==> config.mk <==
export PLATFORM = sky130hd
export DESIGN_NAME = ahbApbBridge
export DESIGN_NICKNAME = d
export VERILOG_FILES = /design/src/bridgePkg.sv /design/src/ahbSlaveInterface.sv /design/src/apbController.sv /design/src/ahbApbBridge.sv
export SDC_FILE = /design/constraint.sdc
export NUM_CORES = 1
export LEC_CHECK = 0
export ABC_AREA = 1
export CELL_PAD_IN_SITES_DETAIL_PLACEMENT = 1
export CELL_PAD_IN_SITES_GLOBAL_PLACEMENT = 1
export CORE_ASPECT_RATIO = 2
export CORE_MARGIN = 2
export CORE_UTILIZATION = 52
export DETAILED_ROUTE_END_ITERATION = 7
export DONT_BUFFER_PORTS = 1
export PLACE_DENSITY_LB_ADDON = 0.1
export SLEW_MARGIN = 20
export SYNTH_ARGS = -nofsm -noshare
export SYNTH_HDL_FRONTEND = slang
export SYNTH_HIERARCHICAL = 1
export SYNTH_SLANG_ARGS = --single-unit
==> constraint.sdc <==
create_clock -name Hclk -period 3.5 [get_ports Hclk]
set_input_delay 0.7 -clock Hclk [delete_from_list [all_inputs] [get_ports Hclk]]
set_output_delay 0.7 -clock Hclk [all_outputs]
set_load 0.03 [all_outputs]
==> src/bridgePkg.sv <==
// ----------------------------------------------------------
// Bus widths, AHB transfer codes and APB region map of the
// AHB-Lite to APB bridge.
// The three regions are contiguous and must not overlap.
// ----------------------------------------------------------
`default_nettype none

package bridgePkg;

	localparam int addrWidth = 32;
	localparam int dataWidth = 32;
	localparam int selWidth = 3;

	// htrans encodings.
	localparam logic [1:0] htransIdle = 2'b00;
	localparam logic [1:0] htransBusy = 2'b01;
	localparam logic [1:0] htransNonseq = 2'b10;
	localparam logic [1:0] htransSeq = 2'b11;

	// one region per Pselx bit.
	localparam logic [addrWidth-1:0] regionBase0 = 32'h8000_0000;
	localparam logic [addrWidth-1:0] regionBase1 = 32'h8400_0000;
	localparam logic [addrWidth-1:0] regionBase2 = 32'h8800_0000;
	localparam logic [addrWidth-1:0] regionSize = 32'h0400_0000;

	typedef enum logic [2:0] {
		idle = 3'b000,
		wWait = 3'b001,
		read = 3'b010,
		write = 3'b011,
		writeP = 3'b100,
		rEnable = 3'b101,
		wEnable = 3'b110,
		wEnableP = 3'b111
	} apbState_t;

endpackage

`default_nettype wire

==> src/ahbSlaveInterface.sv <==
// ----------------------------------------------------------
// AHB-Lite slave front end of the bridge.
// Only NONSEQ and SEQ transfers inside the three APB regions
// raise valid; Hsize, Hprot and burst type are ignored.
// The address, data and direction history moves only while
// Hreadyin is high.
// ----------------------------------------------------------
`default_nettype none

module ahbSlaveInterface (
	input  logic Hclk,
	input  logic Hresetn,
	input  logic Hwrite,
	input  logic Hreadyin,
	input  logic [1:0] Htrans,
	input  logic [bridgePkg::addrWidth-1:0] Haddr,
	input  logic [bridgePkg::dataWidth-1:0] Hwdata,
	output logic valid,
	output logic Hwritereg,
	output logic [bridgePkg::addrWidth-1:0] Haddr1,
	output logic [bridgePkg::addrWidth-1:0] Haddr2,
	output logic [bridgePkg::dataWidth-1:0] Hwdata1,
	output logic [bridgePkg::dataWidth-1:0] Hwdata2,
	output logic [bridgePkg::selWidth-1:0] tempselx
);
	import bridgePkg::*;

	logic activeTrans;

	always_comb
	begin
		case (Htrans)
			htransNonseq, htransSeq:
				activeTrans = 1'b1;
			htransIdle, htransBusy:
				activeTrans = 1'b0;
			default:
				activeTrans = 1'b0;
		endcase
	end

	// region decode.
	always_comb
	begin
		tempselx = '0;
		if (Haddr >= regionBase0 && Haddr < regionBase0 + regionSize)
			tempselx[0] = 1'b1;
		if (Haddr >= regionBase1 && Haddr < regionBase1 + regionSize)
			tempselx[1] = 1'b1;
		if (Haddr >= regionBase2 && Haddr < regionBase2 + regionSize)
			tempselx[2] = 1'b1;
	end

	assign valid = Hreadyin && activeTrans && (tempselx != '0);

	// two accepted phases of history.
	always_ff @(posedge Hclk)
	begin
		if (Hreadyin)
		begin
			Haddr1 <= Haddr;
			Haddr2 <= Haddr1;
			Hwdata1 <= Hwdata;
			Hwdata2 <= Hwdata1;
		end
	end

	always_ff @(posedge Hclk)
	begin
		if (!Hresetn)
			Hwritereg <= 1'b0;
		else if (Hreadyin)
			Hwritereg <= Hwrite;
	end

	assert property (@(posedge Hclk) disable iff (!Hresetn) $onehot0(tempselx));
	// valid only inside the mapped window.
	assert property (@(posedge Hclk) disable iff (!Hresetn)
		valid |-> (Haddr >= regionBase0) && (Haddr < regionBase2 + regionSize));

endmodule

`default_nettype wire

==> src/apbController.sv <==
// ----------------------------------------------------------
// APB sequencer of the bridge, eight states.
// All APB outputs and Hreadyout are registered.
// Assumes Hreadyin is tied to Hreadyout (single slave) and
// that Pready is always high; Pslverr is not supported.
// Back-to-back writes queue at most one transfer behind the
// one on the APB.
// ----------------------------------------------------------
`default_nettype none

module apbController (
	input  logic Hclk,
	input  logic Hresetn,
	input  logic valid,
	input  logic Hwrite,
	input  logic Hwritereg,
	input  logic [bridgePkg::addrWidth-1:0] Haddr,
	input  logic [bridgePkg::addrWidth-1:0] Haddr1,
	input  logic [bridgePkg::addrWidth-1:0] Haddr2,
	input  logic [bridgePkg::dataWidth-1:0] Hwdata,
	input  logic [bridgePkg::dataWidth-1:0] Hwdata1,
	input  logic [bridgePkg::dataWidth-1:0] Hwdata2,
	input  logic [bridgePkg::selWidth-1:0] tempselx,
	output logic Pwrite,
	output logic Penable,
	output logic Hreadyout,
	output logic [bridgePkg::selWidth-1:0] Pselx,
	output logic [bridgePkg::addrWidth-1:0] Paddr,
	output logic [bridgePkg::dataWidth-1:0] Pwdata
);
	import bridgePkg::*;

	apbState_t state;
	apbState_t nextState;
	logic [selWidth-1:0] pendSelx;
	logic nextPwrite;
	logic nextPenable;
	logic nextHreadyout;
	logic [selWidth-1:0] nextPselx;
	logic [addrWidth-1:0] nextPaddr;
	logic [dataWidth-1:0] nextPwdata;

	always_comb
	begin
		case (state)
			idle, rEnable, wEnable:
			begin
				if (!valid)
					nextState = idle;
				else if (Hwrite)
					nextState = wWait;
				else
					nextState = read;
			end
			wWait:
				nextState = valid ? writeP : write;
			read:
				nextState = rEnable;
			write:
				nextState = valid ? wEnableP : wEnable;
			writeP:
				nextState = wEnableP;
			wEnableP:
			begin
				if (!Hwritereg)
					nextState = read;
				else if (valid)
					nextState = writeP;
				else
					nextState = write;
			end
			default:
				nextState = idle;
		endcase
	end

	always_comb
	begin
		nextPaddr = Paddr;
		nextPwdata = Pwdata;
		nextPwrite = Pwrite;
		nextPselx = '0;
		nextPenable = 1'b0;
		nextHreadyout = 1'b1;
		case (state)
			idle, rEnable, wEnable:
			begin
				// reads go straight to setup, writes wait for data.
				if (valid && !Hwrite)
				begin
					nextPaddr = Haddr;
					nextPwrite = 1'b0;
					nextPselx = tempselx;
					nextHreadyout = 1'b0;
				end
			end
			wWait:
			begin
				nextPaddr = Haddr1;
				nextPwdata = Hwdata;
				nextPwrite = 1'b1;
				nextPselx = pendSelx;
				nextHreadyout = 1'b0;
			end
			read:
			begin
				nextPselx = Pselx;
				nextPenable = 1'b1;
			end
			write, writeP:
			begin
				// the setup transfer has moved one stage down the history.
				nextPaddr = Haddr2;
				nextPwdata = Hwdata1;
				nextPselx = Pselx;
				nextPenable = 1'b1;
				// a queued read stays stalled until its own access.
				nextHreadyout = (state == write) || Hwritereg;
			end
			wEnableP:
			begin
				nextPaddr = Haddr1;
				nextPwdata = Hwdata;
				nextPwrite = Hwritereg;
				nextPselx = pendSelx;
				nextHreadyout = 1'b0;
			end
			default:
			begin
				nextPselx = '0;
			end
		endcase
	end

	always_ff @(posedge Hclk)
	begin
		if (!Hresetn)
		begin
			state <= idle;
			pendSelx <= '0;
			Paddr <= '0;
			Pwdata <= '0;
			Pwrite <= 1'b0;
			Pselx <= '0;
			Penable <= 1'b0;
			Hreadyout <= 1'b0;
		end
		else
		begin
			state <= nextState;
			// select of the last accepted address phase.
			if (valid)
				pendSelx <= tempselx;
			Paddr <= nextPaddr;
			Pwdata <= nextPwdata;
			Pwrite <= nextPwrite;
			Pselx <= nextPselx;
			Penable <= nextPenable;
			Hreadyout <= nextHreadyout;
		end
	end

	// access follows a setup to the same address.
	assert property (@(posedge Hclk) disable iff (!Hresetn)
		Penable |-> ($past(Pselx) != '0) && (Paddr == $past(Paddr)));
	assert property (@(posedge Hclk) disable iff (!Hresetn) Penable |=> !Penable);
	assert property (@(posedge Hclk) disable iff (!Hresetn) !$isunknown(state));
	// after a queued write, hwdata2 still holds the write just finished.
	assert property (@(posedge Hclk) disable iff (!Hresetn)
		(state inside {write, writeP}) && ($past(state) == wEnableP)
		|-> Hwdata2 == $past(Pwdata));

endmodule

`default_nettype wire

==> src/ahbApbBridge.sv <==
// ----------------------------------------------------------
// AHB-Lite to APB bridge top level.
// Hreadyin must be looped back from Hreadyout outside.
// No Hresp, no Pready and no Pslverr; Hrdata is Prdata
// without a register.
// ----------------------------------------------------------
`default_nettype none

module ahbApbBridge (
	input  logic Hclk,
	input  logic Hresetn,
	input  logic [1:0] Htrans,
	input  logic Hwrite,
	input  logic Hreadyin,
	input  logic [bridgePkg::addrWidth-1:0] Haddr,
	input  logic [bridgePkg::dataWidth-1:0] Hwdata,
	output logic Hreadyout,
	output logic [bridgePkg::dataWidth-1:0] Hrdata,
	output logic [bridgePkg::selWidth-1:0] Pselx,
	output logic Penable,
	output logic Pwrite,
	output logic [bridgePkg::addrWidth-1:0] Paddr,
	output logic [bridgePkg::dataWidth-1:0] Pwdata,
	input  logic [bridgePkg::dataWidth-1:0] Prdata
);
	import bridgePkg::*;

	logic valid;
	logic Hwritereg;
	logic [addrWidth-1:0] Haddr1;
	logic [addrWidth-1:0] Haddr2;
	logic [dataWidth-1:0] Hwdata1;
	logic [dataWidth-1:0] Hwdata2;
	logic [selWidth-1:0] tempselx;

	ahbSlaveInterface ahbIf_i (.Hclk, .Hresetn, .Hwrite, .Hreadyin, .Htrans, .Haddr,
		.Hwdata, .valid, .Hwritereg, .Haddr1, .Haddr2, .Hwdata1, .Hwdata2, .tempselx);

	apbController apbCtrl_i (.Hclk, .Hresetn, .valid, .Hwrite, .Hwritereg, .Haddr,
		.Haddr1, .Haddr2, .Hwdata, .Hwdata1, .Hwdata2, .tempselx, .Pwrite, .Penable,
		.Hreadyout, .Pselx, .Paddr, .Pwdata);

	// read data passes straight through.
	assign Hrdata = Prdata;

endmodule

`default_nettype wire

Word level (Yosys, flattened, before mapping)
Cells that the tools add are included.
Storage, ports and cells
  input port bits: 102
  word-level logic and storage cells: 71
  register bits: 173
  output and inout port bits: 102
Cells by class
  reductions and logical operators: 22
  equal/unequal tests: 11
  magnitude comparators: 6
  muxes and demuxes: 20
Operators with widths (number)
  $ge 32x32->1 const B: 3
  $lt 32x32->1 const B: 3
  $pmux 32 s3: 1
  $pmux 32 s2: 1
  $mux 32: 1
  $pmux 3 s6: 1
  $eq 3x3->1 const B: 4
  $mux 3: 4
  $reduce_bool 3->1: 3
  $reduce_or 2->1: 4
  $mux 1: 7
  $eq 3x2->1 const B: 2
  $logic_and 1x1->1: 6
  $pmux 1 s3: 2
  $pmux 3 s2: 1
  $reduce_or 3->1: 2
  $eq 2x2->1 const B: 2
  $reduce_and 2->1: 2
  $eq 3x1->1 const B: 1
  $logic_not 3->1: 1
  $eq 2x1->1 const B: 1
  $logic_not 2->1: 1
  $mux 2: 1
  $ne 2x1->1 const B: 1
  other kinds (4): 4

Longest topological paths before layout
Gate-level depths: netlist of run 1.
  word-level depth: 8
  depth in mapped cells: 12
  mapped depth without buffers: 10

Cells and area by module
Netlist of run 1, hierarchy kept.
By module, submodules not included
  apbController: area each 4269.1 µm², seq. area each 1521.5 µm², instances 1, cells each 714
  ahbSlaveInterface: area each 3951.3 µm², seq. area each 3863.7 µm², instances 1, cells each 150
  ahbApbBridge: area each 240.2 µm², seq. area each 0.0 µm², instances 1, cells each 32

Least setup slack after synthesis of run 1
OpenSTA, ideal clock, no wires.
  path kind: input -> register
  from: in Haddr[31] (netlist name)
  to: reg apbCtrl_i.Hreadyout
  buffers on the path: 2
  path slack: 1.630 ns
  data arrival time: 1.757 ns
  library setup time: 0.113 ns
  required time: 3.387 ns
  stages: 11
  cells stage by stage: inv_1 nor2_2 nand2_2 nor2_1 nand2_1 nand4_1 nand2_1 buf_4 buf_4 o21ai_1 inv_1
Between the ends
  cells in the longest elaborated chain, start to end: 8
  elaborated cells on any way between the ends: 17
  classes of those cells: 6 x order compare; 5 x mux; 6 x reduce/logical
RTL lines
  start: declaration: RTL line ahbApbBridge.sv:15  | input logic [bridgePkg::addrWidth-1:0] Haddr,
  $ge 32x32->1 (tied with other cells): RTL line ahbSlaveInterface.sv:46  | if (Haddr >= regionBase0 && Haddr < regionBase0 + regionSize)
  $logic_and 1x1->1, on equally long branches: RTL line ahbSlaveInterface.sv:46, ahbSlaveInterface.sv:48, ahbSlaveInterface.sv:50
  $mux 1, on equally long branches: RTL line ahbSlaveInterface.sv:46, ahbSlaveInterface.sv:48, ahbSlaveInterface.sv:50
  $reduce_bool 3->1 (*): RTL line ahbSlaveInterface.sv:54  | assign valid = Hreadyin && activeTrans && (tempselx != '0);
  $logic_and 1x1->1 (*): RTL line ahbSlaveInterface.sv:54
  named net valid: RTL line ahbApbBridge.sv:28  | logic valid;
  $logic_and 1x1->1 (*): RTL line apbController.sv:89  | if (valid && !Hwrite)
  $mux 1 (*): RTL line apbController.sv:89
  $pmux 1 s3 (*): RTL line apbController.sv:85  | case (state)
  end signal: assignment: RTL line apbController.sv:159  | Hreadyout <= nextHreadyout;
  end: declaration: RTL line apbController.sv:26  | output logic Hreadyout,
Mark *: on every way through the listed nets, which the timed path passes. The rest lies on a longest branch.
A chain may end at the register's enable or synchronous reset.

Final worst setup path of run 1
  from: reg apbCtrl_i.state[0]
  to: reg apbCtrl_i/Pwdata[21] (netlist name)
Between the ends
  cells in the longest elaborated chain, start to end: 3
  elaborated cells on any way between the ends: 8
  classes of those cells: 4 x eq/ne; 1 x mux; 3 x reduce/logical
RTL lines
  start: declaration: RTL line apbController.sv:33  | apbState_t state;
  start signal: assignment: RTL line apbController.sv:139  | state <= idle;
  start signal: assignment: RTL line apbController.sv:150  | state <= nextState;
  $eq 3x1->1 (tied with other cells): RTL line apbController.sv:85
  $reduce_or 2->1, on equally long branches
  $pmux 32 s2 / $reduce_bool 2->1 (equally long branches)
  end signal: assignment: RTL line apbController.sv:155  | Pwdata <= nextPwdata;
  end: declaration: RTL line apbController.sv:29  | output logic [bridgePkg::dataWidth-1:0] Pwdata
Parallel ways exist; a longest one is shown, timed or not.

==> results of run 1 <==
-- path summary, 6_finish.rpt --
path | startpoint | endpoint | slack [ns]
min reg2reg | ahbIf_i/Haddr1[15]$_DFFE_PP_ | ahbIf_i/Haddr2[15]$_DFFE_PP_ | 0.45
max reg2reg | apbCtrl_i/state[0]$_SDFF_PN0_ | apbCtrl_i/Pwdata[21]$_SDFFE_PN0N_ | 0.90
min | Haddr[31] | ahbIf_i/Haddr1[31]$_DFFE_PP_ | 0.36
max | apbCtrl_i/state[0]$_SDFF_PN0_ | apbCtrl_i/Pwdata[21]$_SDFFE_PN0N_ | 0.90
-- final cells by class --
| cell class | instances | share of cell area, % |
|---|---|---|
| Clock buffer | 20 | 5.77 |
| Clock inverter | 12 | 2.01 |
| Inverter | 83 | 3.94 |
| Multi-Input combinational cell | 527 | 28.6 |
| Sequential cell | 173 | 55.9 |
| Tap cell | 192 | 3.04 |
| Timing Repair Buffer | 8 | 0.759 |
-- flip-flops by register name (all words and copies together) (netlist names), 3 cells and up --
name,cells
ahbIf_i/Haddr1,32
apbCtrl_i/Paddr,32
ahbIf_i/Haddr2,32
apbCtrl_i/Pwdata,32
apbCtrl_i/Pselx,3
ahbIf_i/Hwdata1,32
apbCtrl_i/state,3
apbCtrl_i/pendSelx,3
-- stage by stage --
| step | cell area, sq um | hold WS [ns] | power (uW) | worst slack [ns] | cells |
|---|---|---|---|---|---|
| floorplan | 7500 | 0.427 | 5390 | 1.63 | 864 |
| global placement | 7300 | 0.428 | 5670 | 1.05 | 983 |
| detailed placement | 7300 | 0.437 | 5790 | 0.985 | 983 |
| CTS | 7920 | 0.347 | 7810 | 0.923 | 1015 |
| global route | 7920 | 0.347 | 8280 | 0.698 | 1015 |
| finish | 7920 | 0.362 | 7720 | 0.904 | 1015 |
-- cells in the final DEF (no fill, tap or decap) --
master,n
nand2_1,215
nor2_1,111
nand3_1,100
edfxtp_1,96
inv_1,80
dfxtp_1,77
a21oi_1,36
o21ai_1,27
o21ai_0,21
clkbuf_16,17
nand2_2,8
buf_4,8
inv_2,3
inv_6,3
clkinvlp_4,3
bufinv_16,3
nor2_2,2
nand2_4,2
nand4_1,2
clkbuf_8,2
o21ai_2,1
a31oi_1,1
o22ai_1,1
clkinv_4,1
inv_4,1
clkbuf_1,1
clkinv_2,1
-- critical path: cells and delay by family (launching register included) --
family                 cells  cell delay, ns
AOI/OAI and AO/OA          1            0.19
buffers and inverters      1            0.35
and+or+nand+nor            6            1.40
DFF                        1            0.48
-- power breakdown --
part	switching [uW]	total (uW)	leakage, uW	internal (uW)
clock	819	1990	0.000294	1170
sequential	656	3160	0.00157	2500
combinational	1790	2570	0.00147	781
total	3260	7720	0.00334	4450
-- per-layer routing --
layer / global-route usage (%) / wire length (um) / vias up
li1: - / - / 2635
met1: 27.8 / 7070 / 2598
met2: 39.5 / 8910 / 120
met3: 7.81 / 1130 / 19
met4: 7.64 / 290 / 0
met5: 0 / 0 / -
==> results.yml, run 1 <==
run_status:
  status: "completed"
timing:
  final.setup.tns_ns: 0
  finalHoldViolCount: 0
  max_freq_mhz: 385
  worstMarginPinSlew_ns: 0.681
  clock_skew_ns: 0.0111
  final_max_slew_viol_count: 0
  relSlewSlack_pct: 54.6
  rsz0062_at_grt: "no"
  final.period_utilization_pct: 74.2
  period_needed_ns: 2.60
  setup_viol: 0
cts:
  clock_sinks: 173
  clk_latency_ns: 0.43
  cts_tree: "yes"
  numCtsBuffers: 17
  post_cts_buffers: 0
  cts_root_buffer: "clkbuf_16"
  cts_hold_buffers: 0
  clkTransAtPathRegs_ns: 0.07
  htree_levels: 4
  cts_resized: 0
  clk_path_buf_depth: 2
logic_synthesis:
  syn-cell-area_sq_mm: 0.00750
  syn_nets: 966
  yosysWarnings: 6
  syn_area_per_cell_sq_um: 8.68
  synth_cells: 864
cells_and_area:
  fin_nets: 912
  post-route-util_pct: 55.8
  n_fill_cell: 1696
  multi_input_comb_area_sq_mm: 0.00226
  register_area_sq_mm: 0.00442
  area_delta_synth_final_pct: 5.54
  diodes: 0
  drive_above_1_share_pct: 6.68
detailed_routing:
  drc: 0
  antenna_left: 0
  wl_mm: 17.4
  wire_per_inst_um: 17.1
  drt_pass1_iterations: 4
  via_count: 5372
  drt_iter0_markers: 245
  drt-vias-per-instance: 5.29
global_routing:
  grt_pass1_wl_mm: 28.2
  antenna_found_initial: 0
  grt_max_degree: 100
  grt_pass1_vias: 5569
  track_usage_pct: 23.5
  gr-total-overflow: 0
run:
  cap_violations: 0
critical_path:
  r2r_cells: 8
  critPathSlowestCell: "nand2_4"
  cp.required_ns: 3.81
  max_stage_delay_ns: 0.60
  critPathKind: "register to register"
  start_kind: "register"
  cp-end-kind: "register"
  cp_data_arrival_time_ns: 2.90
  crit_fanout: 64
  crit_chain: "nand2_2, nand2_2, buf_4, nand2_2, nand2_4, nand2_1, a21oi_1, nor2_1"
  cpMostUsedCell: "nand2_2"
power:
  ir_worst_vdd_uv: 451
  p_leak_uw: 0.00334
  p_per_area_mw_per_mm2: 975
die:
  die_area_sq_mm: 0.0155
  die_h_um: 174
  core.rowCount: 62
  die_w_um: 88.9
  io_pins: 204
  initial_utilization_pct: 52.8
  design.core.area_sq_mm: 0.0142
place:
  dp_hpwl_mm: 10.2
  routabilityCongestion: 0.747
  io_buffer_count: 0
worst_hold_path:
  hold_path_class: "primary input to register"
  min_path_cells: 0
Power figures use the tool's default switching activity.
==> inputs of run 2 (changes only) <==
--- a/config.mk
+++ b/config.mk
@@ -5,12 +5,12 @@
 export SDC_FILE = /design/constraint.sdc
 export NUM_CORES = 1
 export LEC_CHECK = 0
-export ABC_AREA = 1
+export ABC_AREA = 0
 export CELL_PAD_IN_SITES_DETAIL_PLACEMENT = 1
 export CELL_PAD_IN_SITES_GLOBAL_PLACEMENT = 1
 export CORE_ASPECT_RATIO = 2
 export CORE_MARGIN = 2
-export CORE_UTILIZATION = 52
+export CORE_UTILIZATION = 51
 export DETAILED_ROUTE_END_ITERATION = 7
 export DONT_BUFFER_PORTS = 1
 export PLACE_DENSITY_LB_ADDON = 0.1
==> constraint.sdc (replaced) <==
create_clock -name Hclk -period 2.65 [get_ports Hclk]
set_input_delay 0.53 -clock Hclk [delete_from_list [all_inputs] [get_ports Hclk]]
set_output_delay 0.53 -clock Hclk [all_outputs]
set_load 0.03 [all_outputs]
==> results.yml, run 2 <==
cells_and_area:
  area_delta_synth_final_pct: 5.55
  final_common_cell: "mux2i_1"
  register_area_sq_mm: 0.00443
  n_fill_cell: 1500
  final_cell_mix: "mux2i_1, edfxtp_1, dfxtp_1"
  multi_input_comb_area_sq_mm: 0.00305
  fin_nets: 689
  final_area_sq_mm: 0.00845
  drive_above_1_share_pct: 14.7
  diodes: 0
die:
  initial_utilization_pct: 52.3
  die_h_um: 181
  design.core.area_sq_mm: 0.0153
  die_area_sq_mm: 0.0168
  io_pins: 204
  core.rowCount: 64
  die_w_um: 92.6
timing:
  rsz0062_at_grt: "no"
  final_max_slew_viol_count: 0
  finalHoldViolCount: 0
  period_needed_ns: 2.40
  max_freq_mhz: 416
  setup_slack_ns: 0.248
  relSlewSlack_pct: 40.3
  clock_skew_ns: 0.00776
  final.period_utilization_pct: 90.7
  final.setup.tns_ns: 0
  setup_viol: 0
  worstMarginPinSlew_ns: 0.895
place:
  io_buffer_count: 0
  dp_hpwl_mm: 12.1
  routabilityCongestion: 0.734
  pre_cts_slack_ns: 0.147
  place_area_sq_mm: 0.00784
global_routing:
  grt_pass1_wl_mm: 31.4
  track_usage_pct: 24.1
  antenna_found_initial: 0
  gr-total-overflow: 0
  grt_pass1_vias: 5666
  grt_max_degree: 99
worst_hold_path:
  min_from: "Haddr[14]"
  hold_path_class: "primary input to register"
  min_path_cells: 0
cts:
  clk_latency_ns: 0.43
  clk_path_buf_depth: 2
  clkTransAtPathRegs_ns: 0.07
  htree_levels: 4
  post_cts_buffers: 0
  cts_hold_buffers: 0
  cts_resized: 0
  clock_sinks: 173
  cts_tree: "yes"
  numCtsBuffers: 17
  cts_root_buffer: "clkbuf_16"
detailed_routing:
  antenna_left: 0
  drt_pass1_iterations: 5
  wire_per_inst_um: 24.7
  wl_mm: 19.7
  drc: 0
  drt_iter0_markers: 228
  via_count: 5094
  drt-vias-per-instance: 6.38
power:
  p_per_area_mw_per_mm2: 1130
  ir_worst_vdd_uv: 612
  p_leak_uw: 0.00355
  power_uw: 9550
run_status:
  status: "completed"
logic_synthesis:
  syn_nets: 745
  syn-cell-area_sq_mm: 0.00800
  syn_area_per_cell_sq_um: 12.4
  yosysWarnings: 6
  synth_cells: 643
critical_path:
  crit_fanout: 71
  critPathKind: "register to register"
  start_kind: "register"
  cpMostUsedCell: "buf_4"
  r2r_start: "apbCtrl_i/state[1]$_SDFF_PN0_"
  cp_data_arrival_time_ns: 2.68
  crit_chain: "buf_4, nand2b_1, nand3_2, buf_4, mux2i_1, a21oi_1"
  r2r_cells: 6
  cp-end-kind: "register"
  worstSetupStartpoint: "apbCtrl_i/state[1]$_SDFF_PN0_"
  max_stage_delay_ns: 0.64
  cp.required_ns: 2.92
  critPathSlowestCell: "buf_4"
run:
  cap_violations: 0
==> run 2: where the power goes <==
part | leakage (uW) | switching (uW) | internal, uW
Clock | 0.000294 | 1050 | 1530
Combinational | 0.00168 | 1730 | 1210
Sequential | 0.00157 | 772 | 3260
==> run 2: path summary, 6_finish.rpt <==
path / slack, ns / end
min: 0.18 / ahbIf_i/Haddr1[14]$_DFFE_PP_
max: 0.25 / apbCtrl_i/Pwdata[29]$_SDFFE_PN0N_
min reg2reg: 0.46 / apbCtrl_i/pendSelx[2]$_SDFFE_PN0P_
max reg2reg: 0.25 / apbCtrl_i/Pwdata[29]$_SDFFE_PN0N_
==> run 2: cell type report <==
| cell class | instances | area share, % |
|---|---|---|
| flip-flops and latches | 173 | 52.5 |
| multi-input cells | 378 | 36.1 |
| clock buffers | 22 | 5.50 |
| well taps | 198 | 2.93 |
| clock inverters | 10 | 1.64 |
| repair buffers | 14 | 1.24 |
| inverters | 3 | 0.133 |
==> run 2: routing by layer <==
| layer | track usage, % | vias to the layer above | part of all wire, % |
|---|---|---|---|
| met1 | 26.4 | 2589 | 38 |
| met4 | 8.06 | 0 | 1.6 |
| met2 | 44.0 | 171 | 55 |
| met5 | 0 | - | 0 |
| met3 | 6.84 | 24 | 5.8 |
| li1 | - | 2310 | - |
==> run 2: through the flow <==
step | utilization (%) | instances | hold WS [ns]
2_1_floorplan | - | 643 | 0.436
3_3_place_gp | 51.3 | 766 | 0.446
3_5_place_dp | 51.3 | 766 | 0.456
4_1_cts | 55.2 | 798 | 0.171
5_1_grt | 55.2 | 798 | 0.173
6_report | 55.2 | 798 | 0.184
==> run 2: critical path: cells and delay by family, from the launching register on <==
family,cells,cell delay (ns)
buf+inv,2,1.15
simple gates,2,0.34
flops,1,0.33
mux,1,0.28
compound gates,1,0.10
==> inputs of run 3 (changes only) <==
--- a/config.mk
+++ b/config.mk
@@ -8,12 +8,12 @@
 export ABC_AREA = 0
 export CELL_PAD_IN_SITES_DETAIL_PLACEMENT = 1
 export CELL_PAD_IN_SITES_GLOBAL_PLACEMENT = 1
-export CORE_ASPECT_RATIO = 2
 export CORE_MARGIN = 2
-export CORE_UTILIZATION = 51
+export CORE_UTILIZATION = 53
+export CTS_BUF_LIST = sky130_fd_sc_hd__clkbuf_2 sky130_fd_sc_hd__clkbuf_4 sky130_fd_sc_hd__clkbuf_8
 export DETAILED_ROUTE_END_ITERATION = 7
 export DONT_BUFFER_PORTS = 1
-export PLACE_DENSITY_LB_ADDON = 0.1
+export PLACE_DENSITY_LB_ADDON = 0.2
 export SLEW_MARGIN = 20
 export SYNTH_ARGS = -nofsm -noshare
 export SYNTH_HDL_FRONTEND = slang
==> results.yml, run 3 (synthesis gave the netlist of run 2 again) <==
power:
  ir_worst_vdd_uv: 648
  pwr-share-clk_pct: 21.4
  p_per_area_mw_per_mm2: 1080
  seqPwrFrac_pct: 44.5
  combPwrFrac_pct: 34.1
  p_leak_uw: 0.00347
  p_sw_uw: 3490
  p_int_uw: 5490
  p_sw_share_pct: 38.9
place:
  place_area_sq_mm: 0.00788
  dp_hpwl_mm: 11.6
  dp_cells: 754
  routabilityCongestion: 0.758
  io_buffer_count: 0
cells_and_area:
  layoutNonFillerInstCount: 786
  n_fill_cell: 1422
  final_area_sq_mm: 0.00829
  drive_above_1_share_pct: 15.1
  register_area_sq_mm: 0.00443
  final_cell_mix: "mux2i_1, edfxtp_1, dfxtp_1"
  fin_nets: 691
  area_delta_synth_final_pct: 3.57
  multi_input_comb_area_sq_mm: 0.00305
  diodes: 0
  final_common_cell: "mux2i_1"
timing:
  final_max_slew_viol_count: 0
  max_freq_mhz: 484
  final.setup.tns_ns: 0
  clock_skew_ns: 0.0138
  worstMarginPinSlew_ns: 0.795
  finalHoldViolCount: 0
  setup_viol: 0
  final.period_utilization_pct: 77.9
  rsz0062_at_grt: "no"
  timing.hold.ws_ns: 0.157
  period_needed_ns: 2.06
  relSlewSlack_pct: 47.0
global_routing:
  grt_busiest_layer: "met2"
  grtUsageMet3_pct: 8.35
  track_usage_pct: 24.2
  grt_util_met2_pct: 38.7
  grt_pass1_vias: 5670
  gr-total-overflow: 0
  grt_pass1_wl_mm: 30.7
  grt_max_degree: 99
  use_met1_pct: 29.9
  antenna_found_initial: 0
detailed_routing:
  drc: 0
  via_count: 5162
  drt_iter0_markers: 337
  drt_pass1_iterations: 5
  wire_per_inst_um: 24.2
  antenna_left: 0
  drt-vias-per-instance: 6.57
  wl_mm: 19.1
cts:
  clk_path_buf_depth: 2
  clkTransAtPathRegs_ns: 0.10
  cts_resized: 0
  post_cts_buffers: 0
  cts_tree: "yes"
  htree_levels: 4
  cts_hold_buffers: 0
  clock_sinks: 173
  cts_root_buffer: "clkbuf_8"
  numCtsBuffers: 17
  clk_latency_ns: 0.46
critical_path:
  cp-end-kind: "register"
  cp_num_cells: 6
  crit_chain: "buf_4, nand2b_1, nand3_2, buf_12, mux2i_1, a21oi_1"
  critPathKind: "register to register"
  cp_data_arrival_time_ns: 2.38
  timing.rr.end: "apbCtrl_i/Pwdata[5]$_SDFFE_PN0N_"
  crit_fanout: 71
  rrSetupSlack_ns: 0.59
  path_buf_inv: 2
  r2r_cells: 6
  max_stage_delay_ns: 0.63
  cp.required_ns: 2.97
  critPathSlowestCell: "buf_4"
  start_kind: "register"
  crit_family: "buffers and inverters"
  r2r_start: "apbCtrl_i/state[1]$_SDFF_PN0_"
die:
  die_w_um: 127
  core.rowCount: 44
  io_pins: 204
  initial_utilization_pct: 54.6
  design.core.area_sq_mm: 0.0146
  die_h_um: 127
  die_area_sq_mm: 0.0161
worst_hold_path:
  hold_end: "ahbIf_i/Haddr1[8]$_DFFE_PP_"
  hold_path_class: "primary input to register"
  min_path_cells: 0
  min_from: "Haddr[8]"
run:
  cap_violations: 0
run_status:
  status: "completed"
## run 3: changes by cell type in the layout (fill, tap and decap cells not counted), sizes merged
cell / change
inv: +3
clkbuf: -4
clkinv: -2
buf: +2
clkinvlp: +3
## run 3: worst max path at each step
stage,startpoint,endpoint
floorplan,Haddr[30],apbCtrl_i/Paddr[12]$_SDFFE_PN0P_
global placement,Haddr[30],apbCtrl_i/Paddr[4]$_SDFFE_PN0P_
detailed placement,Haddr[30],apbCtrl_i/Paddr[7]$_SDFFE_PN0P_
global route,apbCtrl_i/state[1]$_SDFF_PN0_,apbCtrl_i/Pselx[1]$_SDFFE_PN0N_
CTS,apbCtrl_i/state[1]$_SDFF_PN0_,apbCtrl_i/Pwdata[1]$_SDFFE_PN0N_
finish,apbCtrl_i/state[1]$_SDFF_PN0_,apbCtrl_i/Pwdata[5]$_SDFFE_PN0N_
## run 3: per-stage QoR
step                      worst slack [ns]  power [uW]  util, %
after floorplan                      0.137        6500        -
after global placement               0.201        6920     53.8
after detailed placement             0.139        7110     53.8
after CTS                            0.567        9020     56.6
after global routing                 0.361        9430     56.6
final                                0.586        8980     56.6
## run 3: area by class of cell
class                      count  area share [%]
sequential                   173            53.5
clock buffer                  18            2.91
timing repair buffer          16            1.90
multi-input combinational    378            36.8
tap                          184            2.78
clock inverter                14            2.02
inverter                       3           0.136
## run 3: routing by layer
metal  share of wire (%)  vias to the layer above  wire length, um
li1                    -                     2314                -
met2                  48                      179             9190
met1                  41                     2617             7900
met5                   0                        -                0
met4                 2.7                        0              506
met3                 7.7                       52             1460
## run 3: power groups by stage
stage	Clock, uW	Sequential (uW)	Combinational [uW]
after floorplan	0	3930	2570
after global placement	0	4040	2880
after CTS	1960	4010	3060
after detailed placement	0	4060	3050
final	1920	4000	3060
after global routing	2050	4050	3340
